[config.mk]
export PLATFORM = sky130hd
export DESIGN_NAME = subcarrier_top
export DESIGN_NICKNAME = d
export VERILOG_FILES = /design/src/source/subcarrier_pkg.sv /design/src/source/dac_output_stage.sv /design/src/source/decoder_source_select.sv /design/src/source/reset_stretch.sv /design/src/source/subcarrier_csr.sv /design/src/source/subcarrier_top.sv
export VERILOG_INCLUDE_DIRS = /design/src /design/src/include
export SDC_FILE = /design/constraint.sdc
export NUM_CORES = 1
export LEC_CHECK = 0
export BUFFER_PORTS_ARGS = -buffer_cell sky130_fd_sc_hd__buf_2
export CORE_MARGIN = 2
export CORE_UTILIZATION = 49
export DETAILED_ROUTE_END_ITERATION = 10
export PLACE_DENSITY = 0.79
export SYNTH_ARGS = -nofsm -noshare
export SYNTH_HDL_FRONTEND = slang
export SYNTH_HIERARCHICAL = 1
export SYNTH_SLANG_ARGS = --single-unit
[constraint.sdc]
create_clock -name ck933 -period 2.5 [get_ports ck933]
set_input_delay 0 -clock ck933 [delete_from_list [all_inputs] [get_ports ck933]]
set_output_delay 0 -clock ck933 [all_outputs]
set_load 0.01 [all_outputs]
[src/include/subcarrier_macros.svh]
`ifndef SUBCARRIER_MACROS_SVH
`define SUBCARRIER_MACROS_SVH

// **********************************************************
// bus and datapath widths
// **********************************************************
`define SC_ADDR_W        8
`define SC_DATA_W        32
`define SC_DAC_W         14
`define SC_BOOT_W        24

// version word, read back in the upper half
`define SC_VERSION       16'h0178

// dac reset length in ck933 cycles
`define SC_RESET_STRETCH 6

// **********************************************************
// register map, byte offsets
// **********************************************************
`define SC_REG_VERSION   8'h00
`define SC_REG_RESET     8'h04
`define SC_REG_DAC_SEL   8'h08
`define SC_REG_DEC_SEL   8'h0C
`define SC_REG_REBOOT    8'h10

`endif

[src/source/subcarrier_pkg.sv]
`default_nettype none
`include "subcarrier_macros.svh"

package subcarrier_pkg;

  typedef logic [`SC_ADDR_W-1:0] axil_addr_t;
  typedef logic [`SC_DATA_W-1:0] axil_data_t;
  typedef logic [`SC_DAC_W-1:0]  dac_word_t;
  typedef logic [1:0]            dac_src_t;   // 0 ext, 1 demod, 2/3 zero
  typedef logic [`SC_BOOT_W-1:0] boot_addr_t;

  // master side of the AXI4-Lite port
  typedef struct packed {
    axil_addr_t               awaddr;
    logic                     awvalid;
    axil_data_t               wdata;
    logic [`SC_DATA_W/8-1:0]  wstrb;
    logic                     wvalid;
    logic                     bready;
    axil_addr_t               araddr;
    logic                     arvalid;
    logic                     rready;
  } axil_req_t;

  // slave side of the AXI4-Lite port
  typedef struct packed {
    logic        awready;
    logic        wready;
    logic        bvalid;
    logic [1:0]  bresp;
    logic        arready;
    logic        rvalid;
    axil_data_t  rdata;
    logic [1:0]  rresp;
  } axil_rsp_t;

  typedef struct packed {
    dac_src_t  dac0_src;
    dac_src_t  dac1_src;
    dac_src_t  dac2_src;
    logic      dec_from_demod;
  } route_cfg_t;

  // one decoder input symbol, bits plus their rate enables
  typedef struct packed {
    logic  i_bit;
    logic  q_bit;
    logic  sym_en;
    logic  sym2x_en;
  } sym_bundle_t;

  typedef enum logic [1:0] {
    CSR_IDLE,
    CSR_WRESP,
    CSR_RRESP
  } csr_state_e;

endpackage

`default_nettype wire

[src/source/dac_output_stage.sv]
`timescale 1ns/1ps
`default_nettype none
`include "subcarrier_macros.svh"

module dac_output_stage (
  input  wire logic                        ck933,
  input  wire logic                        rs,
  input  wire subcarrier_pkg::route_cfg_t  route_cfg_i,
  input  wire subcarrier_pkg::dac_word_t   ext_dac_i [3],
  input  wire subcarrier_pkg::dac_word_t   demod_dac_i [3],
  output subcarrier_pkg::dac_word_t        dac_d_o [3]
);
  import subcarrier_pkg::*;

  localparam int NUM_DAC = 3;
  localparam int MSB     = `SC_DAC_W - 1;

  dac_src_t src [NUM_DAC];

  assign src[0] = route_cfg_i.dac0_src;
  assign src[1] = route_cfg_i.dac1_src;
  assign src[2] = route_cfg_i.dac2_src;

  // **********************************************************
  // per channel: reclock, mux, offset binary out
  // **********************************************************
  for (genvar ch = 0; ch < NUM_DAC; ch++) begin : g_ch
    dac_word_t ext_q;
    dac_word_t demod_q;
    dac_word_t mux_q;
    dac_word_t out_q;

    always_ff @(posedge ck933) begin
      ext_q   <= ext_dac_i[ch];
      demod_q <= demod_dac_i[ch];
      case (src[ch])
        2'd0:    mux_q <= ext_q;
        2'd1:    mux_q <= demod_q;
        default: mux_q <= '0;  // unused sources park at zero
      endcase
    end

    always_ff @(posedge ck933 or posedge rs) begin
      if (rs)
        out_q <= {1'b1, {MSB{1'b0}}};  // midscale
      else
        out_q <= {~mux_q[MSB], mux_q[MSB-1:0]};  // two's complement to offset binary
    end

    assign dac_d_o[ch] = out_q;
  end

endmodule

`default_nettype wire

[src/source/decoder_source_select.sv]
`timescale 1ns/1ps
`default_nettype none

module decoder_source_select (
  input  wire logic                         ck933,
  input  wire logic                         rs,
  input  wire subcarrier_pkg::route_cfg_t   route_cfg_i,
  input  wire subcarrier_pkg::sym_bundle_t  ext_sym_i,
  input  wire subcarrier_pkg::sym_bundle_t  demod_sym_i,
  output subcarrier_pkg::sym_bundle_t       dec_sym_o
);
  import subcarrier_pkg::*;

  sym_bundle_t ext_q;
  sym_bundle_t demod_q;

  // reclock both sources as whole bundles so enables track their bits
  always_ff @(posedge ck933) begin
    ext_q   <= ext_sym_i;
    demod_q <= demod_sym_i;
  end

  always_ff @(posedge ck933 or posedge rs) begin
    if (rs)
      dec_sym_o <= '0;  // no stray symbol enables out of reset
    else if (route_cfg_i.dec_from_demod)
      dec_sym_o <= demod_q;
    else
      dec_sym_o <= ext_q;
  end

endmodule

`default_nettype wire

[src/source/reset_stretch.sv]
`timescale 1ns/1ps
`default_nettype none
`include "subcarrier_macros.svh"

module reset_stretch (
  input  wire logic  ck933,
  input  wire logic  rs,
  input  wire logic  soft_rst_req_i,
  output logic       dac_rst_o
);

  localparam int CNT_W = $clog2(`SC_RESET_STRETCH + 1);

  logic [CNT_W-1:0] cnt;

  always_ff @(posedge ck933 or posedge rs) begin
    if (rs)
      cnt <= '0;
    else if (soft_rst_req_i)
      cnt <= CNT_W'(`SC_RESET_STRETCH);  // restart on every request
    else if (cnt != '0)
      cnt <= cnt - 1'b1;
  end

  assign dac_rst_o = (cnt != '0);

  // without a fresh request the dac reset ends after the stretch
  a_stretch_len: assert property (@(posedge ck933) disable iff (rs)
    (dac_rst_o && !soft_rst_req_i) [*`SC_RESET_STRETCH] |=> !dac_rst_o);

endmodule

`default_nettype wire

[src/source/subcarrier_csr.sv]
`timescale 1ns/1ps
`default_nettype none
`include "subcarrier_macros.svh"

module subcarrier_csr (
  input  wire logic                       ck933,
  input  wire logic                       rs,
  input  wire subcarrier_pkg::axil_req_t  s_axil_req_i,
  output subcarrier_pkg::axil_rsp_t       s_axil_rsp_o,
  output subcarrier_pkg::route_cfg_t      route_cfg_o,
  output logic                            soft_rst_req_o,
  output subcarrier_pkg::boot_addr_t      boot_addr_o,
  output logic                            reboot_o
);
  import subcarrier_pkg::*;

  csr_state_e  state;
  logic        wr_pend;
  logic        wr_hs;
  logic        rd_hs;
  axil_data_t  rd_word;
  axil_data_t  rdata_q;
  route_cfg_t  cfg_q;
  boot_addr_t  boot_q;

  // **********************************************************
  // handshake, one transaction at a time
  // **********************************************************
  assign wr_pend = s_axil_req_i.awvalid | s_axil_req_i.wvalid;
  assign wr_hs   = (state == CSR_IDLE) && s_axil_req_i.awvalid && s_axil_req_i.wvalid;
  assign rd_hs   = (state == CSR_IDLE) && s_axil_req_i.arvalid && !wr_pend;  // write wins

  always_ff @(posedge ck933 or posedge rs) begin
    if (rs) begin
      state <= CSR_IDLE;
    end else begin
      case (state)
        CSR_IDLE: begin
          if (wr_hs)
            state <= CSR_WRESP;
          else if (rd_hs)
            state <= CSR_RRESP;
        end
        CSR_WRESP: if (s_axil_req_i.bready) state <= CSR_IDLE;  // hold until taken
        CSR_RRESP: if (s_axil_req_i.rready) state <= CSR_IDLE;
        default:   state <= CSR_IDLE;
      endcase
    end
  end

  // **********************************************************
  // register writes and pulses
  // **********************************************************
  always_ff @(posedge ck933 or posedge rs) begin
    if (rs) begin
      cfg_q          <= '0;
      boot_q         <= '0;
      soft_rst_req_o <= 1'b0;
      reboot_o       <= 1'b0;
    end else begin
      soft_rst_req_o <= 1'b0;
      reboot_o       <= 1'b0;
      if (wr_hs) begin
        case (s_axil_req_i.awaddr)
          `SC_REG_RESET: soft_rst_req_o <= 1'b1;  // data ignored
          `SC_REG_DAC_SEL: begin
            cfg_q.dac0_src <= s_axil_req_i.wdata[1:0];
            cfg_q.dac1_src <= s_axil_req_i.wdata[3:2];
            cfg_q.dac2_src <= s_axil_req_i.wdata[5:4];
          end
          `SC_REG_DEC_SEL: cfg_q.dec_from_demod <= s_axil_req_i.wdata[0];
          `SC_REG_REBOOT: begin
            for (int b = 0; b < `SC_BOOT_W/8; b++) begin
              if (s_axil_req_i.wstrb[b])
                boot_q[8*b +: 8] <= s_axil_req_i.wdata[8*b +: 8];
            end
            reboot_o <= s_axil_req_i.wstrb[2];  // upper byte fires the reboot
          end
          default: ;
        endcase
      end
    end
  end

  // read mux, DAC_SEL and DEC_SEL share one word
  always_comb begin
    case (s_axil_req_i.araddr)
      `SC_REG_VERSION: rd_word = {`SC_VERSION, 16'h0000};
      `SC_REG_DAC_SEL,
      `SC_REG_DEC_SEL: rd_word = {15'd0, cfg_q.dec_from_demod, 10'd0,
                                  cfg_q.dac2_src, cfg_q.dac1_src, cfg_q.dac0_src};
      `SC_REG_REBOOT:  rd_word = {8'd0, boot_q};
      default:         rd_word = '0;
    endcase
  end

  always_ff @(posedge ck933) begin
    if (rd_hs)
      rdata_q <= rd_word;
  end

  always_comb begin
    s_axil_rsp_o         = '0;  // bresp and rresp stay OKAY
    s_axil_rsp_o.awready = wr_hs;
    s_axil_rsp_o.wready  = wr_hs;
    s_axil_rsp_o.bvalid  = (state == CSR_WRESP);
    s_axil_rsp_o.arready = rd_hs;
    s_axil_rsp_o.rvalid  = (state == CSR_RRESP);
    s_axil_rsp_o.rdata   = rdata_q;
  end

  assign route_cfg_o = cfg_q;
  assign boot_addr_o = boot_q;

  // only one response channel active at a time
  a_resp_excl: assert property (@(posedge ck933) disable iff (rs)
    !(s_axil_rsp_o.bvalid && s_axil_rsp_o.rvalid));

  // reboot is a single-cycle strobe
  a_reboot_pulse: assert property (@(posedge ck933) disable iff (rs)
    reboot_o |=> !reboot_o);

endmodule

`default_nettype wire

[src/source/subcarrier_top.sv]
`timescale 1ns/1ps
`default_nettype none

module subcarrier_top (
  input  wire logic                         ck933,
  input  wire logic                         rs,
  input  wire subcarrier_pkg::axil_req_t    s_axil_req_i,
  output subcarrier_pkg::axil_rsp_t         s_axil_rsp_o,
  input  wire subcarrier_pkg::dac_word_t    ext_dac_i [3],
  input  wire subcarrier_pkg::dac_word_t    demod_dac_i [3],
  input  wire subcarrier_pkg::sym_bundle_t  ext_sym_i,
  input  wire subcarrier_pkg::sym_bundle_t  demod_sym_i,
  output subcarrier_pkg::dac_word_t         dac_d_o [3],
  output logic                              dac_rst_o,
  output subcarrier_pkg::sym_bundle_t       dec_sym_o,
  output subcarrier_pkg::boot_addr_t        boot_addr_o,
  output logic                              reboot_o
);
  import subcarrier_pkg::*;

  route_cfg_t route_cfg;
  logic       soft_rst_req;

  subcarrier_csr u_csr (
    .ck933          (ck933),
    .rs             (rs),
    .s_axil_req_i   (s_axil_req_i),
    .s_axil_rsp_o   (s_axil_rsp_o),
    .route_cfg_o    (route_cfg),
    .soft_rst_req_o (soft_rst_req),
    .boot_addr_o    (boot_addr_o),
    .reboot_o       (reboot_o)
  );

  dac_output_stage u_dac (
    .ck933       (ck933),
    .rs          (rs),
    .route_cfg_i (route_cfg),
    .ext_dac_i   (ext_dac_i),
    .demod_dac_i (demod_dac_i),
    .dac_d_o     (dac_d_o)
  );

  decoder_source_select u_dec_sel (
    .ck933       (ck933),
    .rs          (rs),
    .route_cfg_i (route_cfg),
    .ext_sym_i   (ext_sym_i),
    .demod_sym_i (demod_sym_i),
    .dec_sym_o   (dec_sym_o)
  );

  reset_stretch u_rst_stretch (
    .ck933          (ck933),
    .rs             (rs),
    .soft_rst_req_i (soft_rst_req),
    .dac_rst_o      (dac_rst_o)
  );

endmodule

`default_nettype wire
==> results.tsv, run 1 <==
stage	metric	value	unit
clocking	CTS buffer count	24	
routing	final wirelength	19500	um
cells_and_area	layout cell share with drive strength beyond 1	0.383	
sta	worst slew pin tran	0.941	ns
clocking	CTS tree	done	
worst_setup_path	Critical Path Start Type	primary input	
floorplan	IO Pins	264	
status	outcome	completed	
global_route	first-pass GRT wire length	29400	um
worst_setup_path	Crit path top cell by count	dlygate4sd3_1	
sta	Rel. slew slack	0.371	
yosys	Syn Area/Cell	15.4	um^2
floorplan	Starting Density	0.505	
routing	1st-pass router iterations	4	
yosys	sequential element share of the synthesized area	0.749	
hold_path	Hold Crit Endpoint	u_csr/rdata_q[22]	
yosys	number of synthesized flops with an enable pin	25	
cells_and_area	Antenna Diode Count	0	
power_and_ir_drop	leakage power	5.05	nW
routing	via density per instance	4.81	
hold_path	hold path depth	4	
worst_setup_path	critical path, cell by cell	dlygate4sd3_1, buf_2, or4_4, dlygate4sd3_1, nor4_4, mux2_2	
sta	Slew Viols, Final	0	
worst_setup_path	Buf+Inv Stages, Crit Path	3	
power_and_ir_drop	VDD IR max	584	uV
global_route	largest net degree at the start of global routing	43	
global_route	number of global-route vias before repair	5735	
worst_setup_path	FF-to-FF path depth	3	
placed_design	Port-buffer cells	243	
cells_and_area	Final Util	0.736	
clocking	H-Tree Depth	1	
floorplan	Die Span Y	127	um
cells_and_area	post-route cell area	10800	um^2
placed_design	Final Wtd Congestion	0.789	
worst_setup_path	Critical Path Start	s_axil_req_i[55]	
clocking	CTS Sinks	243	
routing	DRC	0	
routing	DR WL/cell	18.4	um
sta	final setup TNS	0	ns
yosys	Synth Cell Area	7390	um^2
clocking	Post-CTS Setup Repair Bufs	0	
clocking	Max clock buf depth	3	
worst_setup_path	Crit path largest cell delay	0.65	ns
routing	DR iter-0 viols	151	
sta	fin crit period	2.43	ns
global_route	initial antenna violation count	0	
worst_setup_path	data arrival time of the critical path	2.81	ns
yosys	top_reg_cell synth	dfxtp_1	
worst_setup_path	Worst Path Class, Setup	in2reg	
hold_path	Hold Path Class	in2reg	
clocking	hold buffer count at CTS	128	
worst_setup_path	critical path fanouts, max	9	
clocking	Clk Latency, worst-skew pair	0.51	ns
worst_setup_path	R2R Path Start	u_csr/state[1]	
floorplan	Core Rows	44	
power_and_ir_drop	Pwr Total	8.66	mW
placed_design	Placed Area	8650	um^2
floorplan	core footprint	14600	um^2
sta	Fin. Hold Viols	0	
clocking	root buf cell	clkbuf_16	
sta	Final Setup Violations	0	
routing	vias	5104	
sta	Clock Skew	0.0136	ns
worst_setup_path	Req. time, crit path	2.88	ns
power_and_ir_drop	PwrDens	804	nW/um^2
yosys	Synth area leader	dfxtp_1	
global_route	global route overflow	0	
clocking	Resize count post-CTS	0	
yosys	YS warnings	6	
yosys	Yosys top cell area share	0.363	
routing	Post-DRT Antenna Nets	0	
yosys	Synth area leaders	dfxtp_1, dfrtp_1, edfxtp_1	
worst_setup_path	Crit. End Element	register	
yosys	Netlist cell types	40	
worst_setup_path	Slowest-stage cell, CP	dlygate4sd3_1	
worst_setup_path	Worst path top cell family by delay	buffers and inverters	
cells_and_area	Syn-to-layout area delta	45.8	%
yosys	ys async rst share	0.346	
sta	RSZ-0062 raised after global routing	no	
clocking	clk slew on worst S/H paths	0.06	ns
yosys	Commonest cells post-synth	dfxtp_1, dfrtp_1, nor2_1	
yosys	FF+latch count, synth	243	
yosys	Mapped Cells	480	
worst_setup_path	Reg2Reg Capture Point	u_csr/boot_addr_o[19]	
job	max-cap violations	0	
sta	f_max	412	MHz
placed_design	detailed placement HPWL	11000	um
sta	WHS	0.0261	ns
hold_path	HP Start	s_axil_req_i[9]	
yosys	count leader, synth	dfxtp_1	
sta	Tcrit/Tclk final	0.971	
worst_setup_path	R2R Setup Slk	0.29	ns
global_route	Overall Global Routing Usage	0.240	
floorplan	DIE AREA	16100	um^2
floorplan	Die Wd	127	um
cells_and_area	nets	1013	
[cell usage in the layout, fill, tap and decap left out, types with 2 or more instances in the layout]
cell,n
a21oi_1,4
a32oi_1,7
and2_1,14
buf_2,243
buf_4,3
bufinv_16,2
clkbuf_1,3
clkbuf_16,27
clkbuf_8,3
clkinv_2,6
conb_1,11
dfrtp_1,81
dfstp_2,3
dfxtp_1,134
dlygate4sd3_1,128
edfxtp_1,25
ha_1,2
inv_1,16
mux2_2,29
mux2_4,7
mux2i_1,42
nor2_1,53
nor2b_1,3
nor3_1,2
nor4_1,2
nor4_4,3
or4_4,2
or4bb_1,3
[worst min-delay path, stage by stage]
cell	delay, ns
buf_2	0.09
nor3_1	0.06
nand2_1	0.15
a21oi_1	0.06
[cell families after synthesis]
group                      after synthesis  synth area share
AOI/OAI and AO/OA                       15            0.0147
adders and majority gates                2           0.00339
buffers and inverters                   47            0.0427
DFF                                    243             0.749
muxes                                   78             0.115
other                                    1          0.000507
and+or+nand+nor                         94            0.0740
[layout make-up]
type / instances / area (um^2)
Clock buffer: 33 / 728
Sequential cell: 243 / 5540
Tap cell: 184 / 230
Multi-Input combinational cell: 200 / 1580
Fill cell: 893 / 3870
Timing Repair Buffer: 374 / 2520
Clock inverter: 11 / 114
Inverter: 17 / 63.8
[registers in the layout (all words and copies together), names as in the netlist]
signal and cells:
u_csr/boot_addr_o 24, u_csr/reboot_o 1, u_csr/state 2, u_dac/g_ch.out_q 42, u_csr/rdata_q 25, u_dec_sel/demod_q 4, u_rst_stretch/cnt 3, u_csr/soft_rst_req_o 1
u_dac/g_ch.mux_q 42, u_dac/g_ch.ext_q 42, u_dec_sel/ext_q 4, u_dac/g_ch.demod_q 42, u_dec_sel/dec_sym_o 4, u_csr/route_cfg_o 7
[worst max-delay path by stage]
stage                                       end  cells past startpoint
final                     u_csr/boot_addr_o[19]                      6
after global routing      u_csr/boot_addr_o[17]                      6
after CTS                 u_csr/boot_addr_o[17]                      6
after detailed placement   u_csr/boot_addr_o[6]                      3
after global placement     u_csr/boot_addr_o[1]                      3
after floorplan            u_csr/route_cfg_o[1]                      5
[stage by stage]
stage	instances	setup WS (ns)
final	1062	0.0730
after global routing	1062	0.0553
after CTS	1062	0.127
after detailed placement	890	0.313
after global placement	890	0.389
after floorplan	490	0.631
[power breakdown]
group / switching (mW) / internal, mW
combinational: 0.312 / 0.382
clock: 1.46 / 2.26
sequential: 0.0936 / 4.16
[metal layers]
layer  up-vias  wire length (um)  GRT usage
met3        75              1000     0.0460
li1       2349                 -          -
met4         0              1070      0.131
met5         -                 0          0
met1      2454              6840      0.249
met2       226             10600      0.452
Note: power is estimated with default switching activity, not from simulation.
==> run 2, diff against run 1 <==
==> constraint.sdc (replaced) <==
create_clock -name ck933 -period 2.5 [get_ports ck933]
set_input_delay 0.5 -clock ck933 [delete_from_list [all_inputs] [get_ports ck933]]
set_output_delay 0.5 -clock ck933 [all_outputs]
set_load 0.01 [all_outputs]
==> run 2 against run 1 <==
  * Global-route usage down 5.4 points
  * Via count down 14%
  * Maximum frequency up 12%
  * Cell count down 11%
  * Critical path type is now reg2out
  * Largest power group unchanged
==> results.tsv, run 2 (same netlist as run 1, synthesis figures left out) <==
stage	metric	value	unit	change
status	outcome	completed		
sta	f_max	461	MHz	+12%
clocking	CTS buffer count	24		unchanged
routing	DR WL/cell	16.3	um	-11%
routing	via density per instance	4.65		-3.2%
clocking	CTS tree	done		
sta	fin crit period	2.17	ns	-0.259 ns
job	max-cap violations	0		unchanged
worst_setup_path	Req. time, crit path	2.00	ns	-0.88 ns
clocking	Clk Latency, worst-skew pair	0.50	ns	about the same
floorplan	Die Span Y	127	um	unchanged
routing	final wirelength	15300	um	-21%
sta	setup slack after layout	0.332	ns	+0.259 ns
sta	Fin. Hold Viols	0		unchanged
sta	RSZ-0062 raised after global routing	no		
floorplan	DIE AREA	16100	um^2	unchanged
routing	DR iter-0 viols	136		-9.9%
global_route	Overall Global Routing Usage	0.186		-0.0537
sta	Rel. slew slack	0.401		+0.0299
clocking	clk slew on worst S/H paths	0.06	ns	about the same
global_route	first-pass GRT wire length	23400	um	-20%
routing	1st-pass router iterations	4		unchanged
clocking	Resize count post-CTS	0		unchanged
cells_and_area	Syn-to-layout area delta	29.1	%	
cells_and_area	nets	892		-12%
worst_setup_path	Worst Path Class, Setup	reg2out		
routing	vias	4377		-14%
global_route	number of global-route vias before repair	4584		-20%
sta	Slew Viols, Final	0		unchanged
sta	Final Setup Violations	0		unchanged
worst_setup_path	data arrival time of the critical path	1.67	ns	-1.14 ns
sta	Tcrit/Tclk final	0.867		-0.103
floorplan	Core Rows	44		unchanged
worst_setup_path	Crit. End Element	output port		
power_and_ir_drop	PwrDens	876	nW/um^2	+9.0%
cells_and_area	Antenna Diode Count	0		unchanged
clocking	CTS Sinks	243		unchanged
worst_setup_path	critical path fanouts, max	5		-4
cells_and_area	Cell Count, Final, Fillers Out	941		-11%
placed_design	detailed placement HPWL	11300	um	+2.0%
power_and_ir_drop	leakage power	4.55	nW	-10%
global_route	initial antenna violation count	0		unchanged
worst_setup_path	Critical Path Start Type	register		
power_and_ir_drop	Pwr Total	8.36	mW	-3.5%
placed_design	Inst Count DP	896		+0.67%
floorplan	IO Pins	264		unchanged
clocking	Post-CTS Setup Repair Bufs	0		unchanged
clocking	root buf cell	clkbuf_16		
placed_design	Final Wtd Congestion	0.813		+3.0%
cells_and_area	Final Util	0.652		-0.0842
floorplan	Die Wd	127	um	unchanged
clocking	hold buffer count at CTS	1		-99%
global_route	largest net degree at the start of global routing	43		unchanged
cells_and_area	layout cell share with drive strength beyond 1	0.450		+0.0678
sta	worst slew pin tran	0.899	ns	-0.0424 ns
sta	Clock Skew	0.00440	ns	-0.00920 ns
floorplan	Starting Density	0.505		unchanged
routing	Post-DRT Antenna Nets	0		unchanged
power_and_ir_drop	VDD IR max	788	uV	+35%
cells_and_area	most common cell after layout, fill and taps aside	buf_2		
cells_and_area	commonest cells after routing, fill and taps aside	buf_2, dfxtp_1, dfrtp_1		
clocking	H-Tree Depth	1		unchanged
hold_path	Hold Path Class	in2reg		
placed_design	pre-CTS WS	0.144	ns	-0.170 ns
placed_design	Port-buffer cells	243		unchanged
global_route	global route overflow	0		unchanged
floorplan	core footprint	14600	um^2	unchanged
sta	final setup TNS	0	ns	unchanged
clocking	Max clock buf depth	3		unchanged
routing	DRC	0		unchanged
==> run 2: cell types whose count changed in the layout (fill, tap and decap cells not counted) <==
cell and delta:
clkbuf_16 +2, clkinvlp_4 +1, dlygate4sd3_1 -127, inv_6 -1
bufinv_16 -2, clkbuf_8 +1, clkinv_4 -1, buf_4 +6
clkinv_2 -1, clkbuf_1 +1
==> run 2: worst paths after layout <==
kind	end	startpoint	cells after the start	slack [ns]
worst max-delay path	s_axil_rsp_o[40]	u_csr/state[1]	4	0.33
worst min-delay path	u_dec_sel/ext_q[2]	ext_sym_i[2]	1	0.1
worst max register to register	u_csr/boot_addr_o[8]	u_csr/state[1]	4	0.43
worst min register to register	u_dac/g_ch[1].out_q[5]	u_dac/g_ch[1].mux_q[5]	0	0.32
max in group asynchronous	u_dac/g_ch[2].out_q[5]	rs	3	1.13
min in group asynchronous	u_rst_stretch/cnt[1]	rs	3	0.46
==> run 2: layer usage <==
metal,part of all wire,up-vias,track usage
met5,0,-,0
met4,0.032,0,0.0608
met3,0.072,37,0.0489
met2,0.51,179,0.333
met1,0.38,2054,0.218
li1,-,2107,-
==> run 2: cell type report <==
class                      count  area, um^2
clock buffer                  37         796
clock inverter                 7        38.8
fill                        1075        5100
inverter                      17        63.8
multi-input combinational    200        1580
sequential                   243        5540
tap                          184         230
timing repair buffer         253        1290
==> run 2: power by group <==
part	switching (mW)	total, mW	internal (mW)
clock	1.40	3.60	2.20
sequential	0.0829	4.24	4.16
combinational	0.261	0.516	0.255
==> run 2: stage by stage <==
stage / hold slack [ns] / area, um^2
finish: 0.0990 / 9540
detailed placement: 0.320 / 8700
CTS: 0.0782 / 9540
floorplan: 0.254 / 7430
global placement: 0.316 / 8700
global route: 0.0761 / 9540
==> run 2: critical path: stages, from the launching register on <==
cell	delay, ns
dfrtp_1	0.40
nand4bb_1	0.28
buf_4	0.23
inv_1	0.11
buf_2	0.15
